### src/elevator_pkg.sv
/* floor count, widths, timing constants and command enums
   shared by the elevator controller blocks */
`default_nettype none

package elevator_pkg;

	localparam int NUM_FLOORS = 8;
	localparam int FLOOR_W = $clog2(NUM_FLOORS);	// 3 bits for 8 floors

	localparam int TRAVEL_CYCLES = 4;	// cycles to move one floor
	localparam int DWELL_CYCLES = 5;	// cycles the door stays open
	localparam int TIMER_W = 3;	// holds the larger load minus one

	typedef logic [FLOOR_W-1:0] floor_t;
	typedef logic [NUM_FLOORS-1:0] floor_mask_t;	// one bit per floor

	// engine command, same coding as the old board
	typedef enum logic [1:0] {
		engine_idle = 2'd0,
		engine_down = 2'd1,
		engine_up   = 2'd2
	} engine_e;

	// door command
	typedef enum logic [1:0] {
		door_idle  = 2'd0,
		door_open  = 2'd1,
		door_close = 2'd2
	} door_e;

	typedef enum logic [2:0] {
		st_parked     = 3'd0,	// door shut, engine off
		st_moving     = 3'd1,	// one floor of travel in progress
		st_arrive     = 3'd2,	// stop decision at the new floor
		st_door_open  = 3'd3,
		st_door_close = 3'd4
	} car_state_e;

endpackage

`default_nettype wire

### src/call_register.sv
/* cab and hall request lamps with serve clearing,
   plus the above/below masks and stop flags at the car floor */
`default_nettype none

module call_register (
	input  logic                      clk,
	input  logic                      reset,
	input  elevator_pkg::floor_mask_t cab_btn,
	input  elevator_pkg::floor_mask_t up_btn,
	input  elevator_pkg::floor_mask_t down_btn,
	input  elevator_pkg::floor_t      floor,
	input  logic                      serve,
	input  logic                      served_up,
	output elevator_pkg::floor_mask_t cab_lamps,
	output elevator_pkg::floor_mask_t up_lamps,
	output elevator_pkg::floor_mask_t down_lamps,
	output logic                      calls_above,
	output logic                      calls_below,
	output logic                      stop_here_up,
	output logic                      stop_here_down,
	output logic                      any_here
);

	elevator_pkg::floor_mask_t floor_sel;	// one-hot car floor
	elevator_pkg::floor_mask_t below_mask;
	elevator_pkg::floor_mask_t above_mask;
	elevator_pkg::floor_mask_t all_lamps;
	elevator_pkg::floor_mask_t up_valid;	// no up button on the top floor
	elevator_pkg::floor_mask_t down_valid;	// no down button on floor 0
	elevator_pkg::floor_mask_t clr_cab;
	elevator_pkg::floor_mask_t clr_up;
	elevator_pkg::floor_mask_t clr_down;

	assign floor_sel  = elevator_pkg::floor_mask_t'(1) << floor;
	assign below_mask = floor_sel - elevator_pkg::floor_mask_t'(1);
	assign above_mask = ~(below_mask | floor_sel);

	assign up_valid   = ~(elevator_pkg::floor_mask_t'(1) << (elevator_pkg::NUM_FLOORS - 1));
	assign down_valid = ~elevator_pkg::floor_mask_t'(1);

	// serve clears the cab lamp and the hall lamp of the served direction
	assign clr_cab  = serve ? floor_sel : '0;
	assign clr_up   = (serve && served_up) ? floor_sel : '0;
	assign clr_down = (serve && !served_up) ? floor_sel : '0;

	// a press in the same cycle as a clear wins
	always_ff @(posedge clk or negedge reset) begin
		if (!reset) begin
			cab_lamps  <= '0;
			up_lamps   <= '0;
			down_lamps <= '0;
		end else begin
			cab_lamps  <= (cab_lamps & ~clr_cab) | cab_btn;
			up_lamps   <= (up_lamps & ~clr_up) | (up_btn & up_valid);
			down_lamps <= (down_lamps & ~clr_down) | (down_btn & down_valid);
		end
	end

	assign all_lamps = cab_lamps | up_lamps | down_lamps;

	assign calls_above = |(all_lamps & above_mask);
	assign calls_below = |(all_lamps & below_mask);
	assign any_here    = |(all_lamps & floor_sel);

	// stop flags per travel direction, opposite-hall case is left to the FSM
	assign stop_here_up   = |((cab_lamps | up_lamps) & floor_sel);
	assign stop_here_down = |((cab_lamps | down_lamps) & floor_sel);

endmodule

`default_nettype wire

### src/motion_timer.sv
/* shared down-counter for floor travel and door dwell */
`default_nettype none

module motion_timer (
	input  logic clk,
	input  logic reset,
	input  logic start_travel,
	input  logic start_dwell,
	input  logic cut_short,
	output logic expired
);

	logic [elevator_pkg::TIMER_W-1:0] count;
	logic active;	// an interval is running

	// load N-1 so expired sits in the Nth cycle of the interval
	always_ff @(posedge clk or negedge reset) begin
		if (!reset) begin
			count  <= '0;
			active <= 1'b0;
		end else if (start_travel) begin
			count  <= elevator_pkg::TIMER_W'(elevator_pkg::TRAVEL_CYCLES - 1);
			active <= 1'b1;
		end else if (start_dwell) begin
			count  <= elevator_pkg::TIMER_W'(elevator_pkg::DWELL_CYCLES - 1);
			active <= 1'b1;
		end else if (expired) begin
			active <= 1'b0;	// single pulse, then idle
		end else if (cut_short) begin
			count <= '0;	// expire next cycle
		end else if (active) begin
			count <= count - elevator_pkg::TIMER_W'(1);
		end
	end

	assign expired = active && (count == '0);

endmodule

`default_nettype wire

### src/car_position.sv
/* car floor counter and travel direction register */
`default_nettype none

module car_position (
	input  logic                 clk,
	input  logic                 reset,
	input  logic                 step,
	input  logic                 reverse,
	output elevator_pkg::floor_t floor,
	output logic                 dir_up
);

	logic at_top;
	logic at_bottom;

	assign at_top    = (floor == elevator_pkg::floor_t'(elevator_pkg::NUM_FLOORS - 1));
	assign at_bottom = (floor == '0);

	// step follows the direction held before any reverse in the same cycle
	always_ff @(posedge clk or negedge reset) begin
		if (!reset) begin
			floor <= '0;
		end else if (step) begin
			if (dir_up && !at_top) begin
				floor <= floor + elevator_pkg::floor_t'(1);
			end else if (!dir_up && !at_bottom) begin
				floor <= floor - elevator_pkg::floor_t'(1);
			end
		end
	end

	always_ff @(posedge clk or negedge reset) begin
		if (!reset) begin
			dir_up <= 1'b1;	// start heading up from floor 0
		end else if (reverse) begin
			dir_up <= !dir_up;
		end
	end

endmodule

`default_nettype wire

### src/elevator_fsm.sv
/* car state machine with park and stop decisions,
   timer loads, position pulses and registered engine/door commands */
`default_nettype none

module elevator_fsm (
	input  logic                  clk,
	input  logic                  reset,
	input  logic                  open_btn,
	input  logic                  close_btn,
	input  logic                  dir_up,
	input  logic                  calls_above,
	input  logic                  calls_below,
	input  logic                  stop_here_up,
	input  logic                  stop_here_down,
	input  logic                  any_here,
	input  logic                  expired,
	output logic                  step,
	output logic                  reverse,
	output logic                  start_travel,
	output logic                  start_dwell,
	output logic                  cut_short,
	output logic                  serve,
	output logic                  served_up,
	output elevator_pkg::engine_e engine,
	output elevator_pkg::door_e   door
);

	elevator_pkg::car_state_e state;
	elevator_pkg::car_state_e state_next;
	elevator_pkg::engine_e    engine_next;
	elevator_pkg::door_e      door_next;

	logic ahead;	// requests beyond the car in its direction
	logic behind;
	logic stop_with;	// cab or same-direction hall lamp here
	logic stop_against;	// opposite hall lamp here
	elevator_pkg::engine_e engine_fwd;

	assign ahead        = dir_up ? calls_above : calls_below;
	assign behind       = dir_up ? calls_below : calls_above;
	assign stop_with    = dir_up ? stop_here_up : stop_here_down;
	assign stop_against = dir_up ? stop_here_down : stop_here_up;
	assign engine_fwd   = dir_up ? elevator_pkg::engine_up : elevator_pkg::engine_down;

	always_comb begin
		state_next   = state;
		engine_next  = engine;
		door_next    = door;
		step         = 1'b0;
		reverse      = 1'b0;
		start_travel = 1'b0;
		start_dwell  = 1'b0;
		cut_short    = 1'b0;
		serve        = 1'b0;
		served_up    = dir_up;

		case (state)
			elevator_pkg::st_parked: begin
				engine_next = elevator_pkg::engine_idle;
				door_next   = elevator_pkg::door_idle;
				if (any_here) begin
					// only the opposite hall lamp lit here means turn around first
					serve       = 1'b1;
					reverse     = !stop_with;
					served_up   = stop_with ? dir_up : !dir_up;
					start_dwell = 1'b1;
					door_next   = elevator_pkg::door_open;
					state_next  = elevator_pkg::st_door_open;
				end else if (ahead) begin
					start_travel = 1'b1;
					engine_next  = engine_fwd;
					state_next   = elevator_pkg::st_moving;
				end else if (behind) begin
					reverse      = 1'b1;
					start_travel = 1'b1;
					engine_next  = dir_up ? elevator_pkg::engine_down : elevator_pkg::engine_up;
					state_next   = elevator_pkg::st_moving;
				end else if (open_btn) begin
					start_dwell = 1'b1;	// reopen, nothing to serve
					door_next   = elevator_pkg::door_open;
					state_next  = elevator_pkg::st_door_open;
				end
			end

			elevator_pkg::st_moving: begin
				if (expired) begin
					step        = 1'b1;	// floor updates with engine going idle
					engine_next = elevator_pkg::engine_idle;
					state_next  = elevator_pkg::st_arrive;
				end
			end

			elevator_pkg::st_arrive: begin
				if (stop_with) begin
					serve       = 1'b1;
					start_dwell = 1'b1;
					door_next   = elevator_pkg::door_open;
					state_next  = elevator_pkg::st_door_open;
				end else if (stop_against && !ahead) begin
					serve       = 1'b1;
					reverse     = 1'b1;
					served_up   = !dir_up;
					start_dwell = 1'b1;
					door_next   = elevator_pkg::door_open;
					state_next  = elevator_pkg::st_door_open;
				end else if (ahead) begin
					start_travel = 1'b1;	// pass this floor
					engine_next  = engine_fwd;
					state_next   = elevator_pkg::st_moving;
				end else begin
					state_next = elevator_pkg::st_parked;
				end
			end

			elevator_pkg::st_door_open: begin
				cut_short = close_btn;
				if (expired) begin
					door_next  = elevator_pkg::door_close;
					state_next = elevator_pkg::st_door_close;
				end
			end

			elevator_pkg::st_door_close: begin
				if (open_btn) begin
					start_dwell = 1'b1;	// dwell restarts
					door_next   = elevator_pkg::door_open;
					state_next  = elevator_pkg::st_door_open;
				end else begin
					door_next  = elevator_pkg::door_idle;
					state_next = elevator_pkg::st_parked;
				end
			end

			default: begin
				engine_next = elevator_pkg::engine_idle;
				door_next   = elevator_pkg::door_idle;
				state_next  = elevator_pkg::st_parked;
			end
		endcase
	end

	always_ff @(posedge clk or negedge reset) begin
		if (!reset) begin
			state  <= elevator_pkg::st_parked;
			engine <= elevator_pkg::engine_idle;
			door   <= elevator_pkg::door_idle;
		end else begin
			state  <= state_next;
			engine <= engine_next;
			door   <= door_next;
		end
	end

endmodule

`default_nettype wire

### src/elevator_top.sv
/* elevator controller top, connects request lamps, timer,
   car position and the car state machine */
`default_nettype none

module elevator_top (
	input  logic                      clk,
	input  logic                      reset,
	input  logic                      open_btn,
	input  logic                      close_btn,
	input  elevator_pkg::floor_mask_t cab_btn,
	input  elevator_pkg::floor_mask_t up_btn,
	input  elevator_pkg::floor_mask_t down_btn,
	output elevator_pkg::engine_e     engine,
	output elevator_pkg::door_e       door,
	output elevator_pkg::floor_t      level_display,
	output elevator_pkg::floor_mask_t cab_lamps,
	output elevator_pkg::floor_mask_t up_lamps,
	output elevator_pkg::floor_mask_t down_lamps
);

	elevator_pkg::floor_t floor;
	logic dir_up;
	logic step;
	logic reverse;
	logic start_travel;
	logic start_dwell;
	logic cut_short;
	logic expired;
	logic serve;
	logic served_up;
	logic calls_above;
	logic calls_below;
	logic stop_here_up;
	logic stop_here_down;
	logic any_here;

	assign level_display = floor;	// display shows the counter directly

	call_register u_calls (
		.clk(clk), .reset(reset),
		.cab_btn(cab_btn), .up_btn(up_btn), .down_btn(down_btn),
		.floor(floor), .serve(serve), .served_up(served_up),
		.cab_lamps(cab_lamps), .up_lamps(up_lamps), .down_lamps(down_lamps),
		.calls_above(calls_above), .calls_below(calls_below),
		.stop_here_up(stop_here_up), .stop_here_down(stop_here_down),
		.any_here(any_here)
	);

	motion_timer u_timer (
		.clk(clk), .reset(reset),
		.start_travel(start_travel), .start_dwell(start_dwell),
		.cut_short(cut_short), .expired(expired)
	);

	car_position u_position (
		.clk(clk), .reset(reset),
		.step(step), .reverse(reverse),
		.floor(floor), .dir_up(dir_up)
	);

	elevator_fsm u_fsm (
		.clk(clk), .reset(reset),
		.open_btn(open_btn), .close_btn(close_btn), .dir_up(dir_up),
		.calls_above(calls_above), .calls_below(calls_below),
		.stop_here_up(stop_here_up), .stop_here_down(stop_here_down),
		.any_here(any_here), .expired(expired),
		.step(step), .reverse(reverse),
		.start_travel(start_travel), .start_dwell(start_dwell), .cut_short(cut_short),
		.serve(serve), .served_up(served_up),
		.engine(engine), .door(door)
	);

endmodule

`default_nettype wire

### config.mk
export PLATFORM = sky130hd
export DESIGN_NAME = elevator_top
export DESIGN_NICKNAME = d
export VERILOG_FILES = /design/src/elevator_pkg.sv /design/src/call_register.sv /design/src/motion_timer.sv /design/src/car_position.sv /design/src/elevator_fsm.sv /design/src/elevator_top.sv
export SDC_FILE = /design/constraint.sdc
export NUM_CORES = 1
export LEC_CHECK = 0
export BUFFER_PORTS_ARGS = -buffer_cell sky130_fd_sc_hd__buf_2
export CAP_MARGIN = 20
export CORE_MARGIN = 2
export CORE_UTILIZATION = 35
export DETAILED_ROUTE_END_ITERATION = 8
export REMOVE_ABC_BUFFERS = 1
export SLEW_MARGIN = 20
export SYNTH_ARGS = -nofsm -noshare
export SYNTH_HDL_FRONTEND = slang
export SYNTH_SLANG_ARGS = --single-unit
### constraint.sdc
create_clock -name clk -period 4.4 [get_ports clk]
set_input_delay 0.88 -clock clk [delete_from_list [all_inputs] [get_ports clk]]
set_output_delay 0.88 -clock clk [all_outputs]
set_load 0.1 [all_outputs]
# == After elaboration in Yosys (flattened, before gate mapping) ==
# Cells that the tools add are included.
# classes
n_eq_ne,13
n_shift,1
reduce_logical,29
bitwise_logic,21
addsub,4
n_mux,74
# ops
cell,n
AND 8 bit,8
bitwise OR 8 bit,6
two-way mux 3 bit,15
OR reduction 8 bit,5
two-way mux 1 bit,32
two-way mux 2 bit,16
inverter 8 bit,4
two-way mux 8 bit,3
one-hot mux 3 bit (5 select lines),1
one-hot mux 2 bit (5 select lines),1
zero test 3 bit,3
inequality test 2 bit (second input constant),4
bitwise OR 8 x 7 -> 8 bit,1
one-hot mux 1 bit (2 select lines),4
one-hot mux 2 bit (4 select lines),1
left shift 1 x 3 -> 8 bit (first input constant),1
subtractor 8 x 1 -> 8 bit (second input constant),1
== test 3 x 2 -> 1 bit (second input constant),2
== test 3 bit (second input constant),2
logical AND 1 bit,6
zero test 1 bit,6
AND reduction 3 bit,2
subtractor 3 x 1 -> 3 bit (second input constant),2
inequality test 5 x 3 -> 1 bit (second input constant),1
13 further kinds,15
# totals
ff_bits,39
inputBits,28
elab_cells,152

# == Depth between registers and ports, before layout ==
# logic_depth
ltp_word,18
mapped_depth,15
ltp_nobuf,11

# == Cells and area by module ==
# Synthesis repeated with hierarchy kept, for this count alone.
# hier_totals
hier_cells,297
area_unflattened_um2,2657.5
# modules_own_cells
module,area_each_um2,cells_per_inst,seq_area_each_um2,n_inst
call_register,1425.1,154,600.6,1
elevator_fsm,698.2,89,175.2,1
car_position,275.3,29,101.3,1
motion_timer,259.0,25,100.1,1

# == Worst setup path after synthesis ==
# OpenSTA, ideal clock, no wires.
# synth_timing
path_type,register to register
startpoint,register u_position.floor[0]
endpoint,register u_calls.down_lamps[4]
t_arrival_ns,3.964
setup_slack_ns,0.314
path_stages_with_launch,16
t_required_ns,4.279
n_path_buf,4
cell_sequence,dfrtp_1 buf_4 or3b_2 buf_2 ha_1 nand2_1 ha_1 inv_1 o22ai_2 or4_4 buf_6 nand4_4 o2111ai_4 buf_6 or3_1 o22a_1
# synth_between
elab_chain_cells,18
word_cells_on_any_way,34
cone_classes,add/sub: 1; shift: 1; mux: 13; bitwise: 10; reduce/logical: 9
# synth_rtl
element,line,rtl
start: declaration,car_position.sv:9,"output elevator_pkg::floor_t floor,"
start signal: assignment,car_position.sv:25,floor <= floor + elevator_pkg::floor_t'(1);
start signal: assignment,car_position.sv:27,floor <= floor - elevator_pkg::floor_t'(1);
left shift 1 x 3 -> 8 bit (*),call_register.sv:34,assign floor_sel = elevator_pkg::floor_mask_t'(1) << floor;
subtractor 8 x 1 -> 8 bit,call_register.sv:35,assign below_mask = floor_sel - elevator_pkg::floor_mask_t'(1);
bitwise OR 8 bit,call_register.sv:36,assign above_mask = ~(below_mask | floor_sel);
inverter 8 bit,call_register.sv:36,
AND 8 bit,call_register.sv:61,assign calls_above = |(all_lamps & above_mask);
OR reduction 8 bit,call_register.sv:61,
two-way mux 1 bit,elevator_fsm.sv:39,assign ahead = dir_up ? calls_above : calls_below;
zero test 1 bit,elevator_fsm.sv:99,end else if (stop_against && !ahead) begin
(+2 left out),-,
two-way mux 1 bit,elevator_fsm.sv:94,if (stop_with) begin
one-hot mux 1 bit (2 select lines),elevator_fsm.sv:57,case (state)
zero test 1 bit,call_register.sv:44,assign clr_down = (serve && !served_up) ? floor_sel : '0;
logical AND 1 bit,call_register.sv:44,
two-way mux 8 bit (*),call_register.sv:44,
inverter 8 bit (*),call_register.sv:55,down_lamps <= (down_lamps & ~clr_down) | (down_btn & down_valid);
AND 8 bit (*),call_register.sv:55,
bitwise OR 8 bit (*),call_register.sv:55,
end signal: assignment,call_register.sv:55,
end: declaration,call_register.sv:16,"output elevator_pkg::floor_mask_t down_lamps,"
# Every way passes the cells marked *; elsewhere a longest branch is shown, timed or not.
# A chain may end at the register's enable or synchronous reset.

# == Final worst setup path ==
# layout_timing
startpoint,register u_position.floor[0]
endpoint,register u_calls.down_lamps[1]
# Same word-level chain as after synthesis.

==> results.toml <==
[run_status]
outcome = "finished, final reports clean"

[power]
powerDensity_nw_per_um2 = 847
peakVddDrop_mv = 0.306
p_leak_nw = 1.20

[floorplan]
core_sq_um = 7290
pin_count = 59
die_area_sq_um = 8240
die_w_microns = 90.8
die_h_microns = 90.8
num_rows = 31
start_util_pct = 36.2

[synthesis]
syn_area_per_cell_sq_um = 8.59
synth_commonest_cells = "38 x dfrtp_1, 34 x nor2_1, 27 x o21ai_0"
synth.cell_area_sq_um = 2640
synthFlopType = "dfrtp_1"
ys_warn_count = 0
synthArstFlopShare_pct = 100
synth_top_area_share_pct = 36.1
synth_seq_cells = 39
synth-edff-count = 0
synth_top_area_cell = "dfrtp_1"
synth_cells = 307
synth_cell_types = 59
yosysSeqAreaShare_pct = 37.1
synth.most_common_cell = "dfrtp_1"
synth_area_leaders = "dfrtp_1 36%, o21ai_0 5.1%, nor2_1 4.8%, ha_1 4.7%, o22ai_1 4.0%"

[routing]
viasPerCell = 5.39
drtAntennaViolNets = 0
wl_microns = 6720
vias = 2469
route.detailed.drc = 0
post_drt_wl_per_cell_microns = 14.7
firstDrtPassIters = 4
dr.first_iter.drc_count = 120

[critical_path]
slowest_stage = "dfrtp_1"
end_kind = "register"
crit_chain = "or3b_2, ha_1, nand2_1, ha_1, inv_1, o22ai_2, or4_4, nand4_4, o2111ai_4, or3_1, o22a_1"
critPathArrivalTime_ps = 3900
path_class = "register to register"
critPathLaunch = "u_position.floor[0]$_DFFE_PN0P_"
path_max_fanout = 24
timing.rr.start = "u_position.floor[0]$_DFFE_PN0P_"
rr_worst_depth = 11
r2r_setup_slack_ps = 690
start_kind = "register"
cp.required_ps = 4590
endpoint = "u_calls.down_lamps[1]$_DFF_PN0_"
slowest_delay_ps = 620
critPathMostFrequentCell = "ha_1"
r2r-end = "u_calls.down_lamps[1]$_DFF_PN0_"

[place]
place_inst = 450
io_buffers = 56
gp_congestion = 0.869
hpwl_microns = 5110

[timing]
finalHoldViolCount = 0
setup_viol = 0
worst_clock_skew_ps = 5.20
tightest_slew_ps = 870
final-max-slew-violation-count = 0
rsz0062_at_grt = "no"
fin_crit_sh_pct = 84.4
setup-tns-final_ps = 0
slew_headroom_pct = 42.0
finalCriticalPeriod_ps = 3710
fmax_mhz = 269

[clock_tree]
holdBufCountCts = 0
cts_root_buf = "clkbuf_8"
cts_max_level = 2
post_cts_buffers = 0
cts.sinks = 39
clk_pin_slew_worst_paths_ps = 80
cts_resized = 0
worst_skew_pair.late_latency_ps = 300
cts_buffers = 5
cts_max_path_buffers = 2
cts_tree = "yes"

[layout]
fin_nets = 397
area_growth_pct = 17.0
drive_above_1_share_pct = 22.8
fin_cells = 458
n_fill_cell = 784
fin_util_pct = 42.3
num_antenna_cells = 0

[global_route]
first_global_vias = 2379
gr-usage-all-layers_pct = 17.0
grt_max_degree = 40
antenna_found_initial = 0
overflow = 0
grt_pass1_wl_microns = 11500

[flow_run]
drv_cap = 0

[worst_hold_path]
hold_path_class = "register to register"
whs_path_depth = 1
## worst max-delay path: cells and delay by family, from the launching register on
family                   cells  cell delay, ps
AO/OA/AOI/OAI                3             560
adder cells (fa/ha/maj)      2             470
buffers and inverters        1              70
flip-flops                   1             620
AND/OR/NAND/NOR              5            1870
## sequential cells by signal (all words and copies together) (netlist names)
register / count
u_timer.count: 3
u_fsm.door: 2
u_calls.down_lamps: 8
u_timer.active: 1
u_fsm.state: 3
u_calls.cab_lamps: 8
u_fsm.engine: 2
u_position.dir_up: 1
u_position.floor: 3
u_calls.up_lamps: 8
## layer usage
metal  vias up  global-route usage [%]  wire [microns]
met2        67                    28.9            3160
li1       1232                       -               -
met4         0                    4.17              64
met3         7                    3.09             312
met5         -                       0               0
met1      1163                    22.3            3190
## logic make-up (layout without fill, tap and decap cells)
| family | after synthesis | count (layout) | share of synthesized area (%) |
|---|---|---|---|
| compound gates | 96 | 96 | 24.6 |
| xor+xnor | 4 | 4 | 1.33 |
| fa+ha+maj | 11 | 11 | 5.51 |
| buf+inv | 37 | 89 | 6.69 |
| flops | 39 | 39 | 37.1 |
| mux | 2 | 2 | 0.807 |
| simple gates | 118 | 118 | 24.0 |
## how the worst min path moves through the flow
stage	startpoint	endpoint	slack, ps
after CTS	u_fsm.door[1]$_DFFE_PN0P_	u_fsm.door[1]$_DFFE_PN0P_	500
after floorplan	u_timer.active$_DFFE_PN0P_	u_timer.active$_DFFE_PN0P_	520
after detailed placement	u_fsm.door[1]$_DFFE_PN0P_	u_fsm.door[1]$_DFFE_PN0P_	480
after global placement	u_fsm.door[1]$_DFFE_PN0P_	u_fsm.door[1]$_DFFE_PN0P_	480
after global routing	u_fsm.door[1]$_DFFE_PN0P_	u_fsm.door[1]$_DFFE_PN0P_	540
final	u_fsm.door[1]$_DFFE_PN0P_	u_fsm.door[1]$_DFFE_PN0P_	500
## where the power goes
group	internal, mW	switching, mW
Combinational	0.512	1.18
Sequential	0.455	0.149
Clock	0.184	0.133
Total	1.15	1.46
## layout make-up
type,count,area (sq um),area share [%]
clock buffer,6,82.6,2.68
clock inverter,2,35.0,1.14
inverter,23,87.6,2.84
multi-input combinational,231,1480,48.1
sequential,39,977,31.7
tap,99,124,4.02
timing repair buffer,58,295,9.57
## stage by stage
stage	area [sq um]	power, mW	setup slack [ps]	hold slack [ps]
floorplan	2550	1.89	498	517
CTS	3080	2.62	699	502
detailed placement	2970	2.29	714	480
global route	3080	2.81	501	543
global placement	2970	2.28	699	481
finish	3080	2.61	685	499
## cell usage in the layout, fill, tap and decap left out, types with 5 or more instances in the layout
master,synthesis,final
o21ai_0,27,27
nor2_1,34,34
nor3_1,17,17
dfrtp_1,38,38
inv_1,22,22
or3_1,10,10
o22ai_1,17,17
nand3_1,11,11
a21oi_1,14,14
o22a_1,8,8
buf_2,5,56
ha_1,10,10
nand2_1,12,12
nand2b_1,9,9
clkbuf_8,0,6
o31ai_1,5,5
or2_2,5,5
Power figures use the tool's default switching activity.
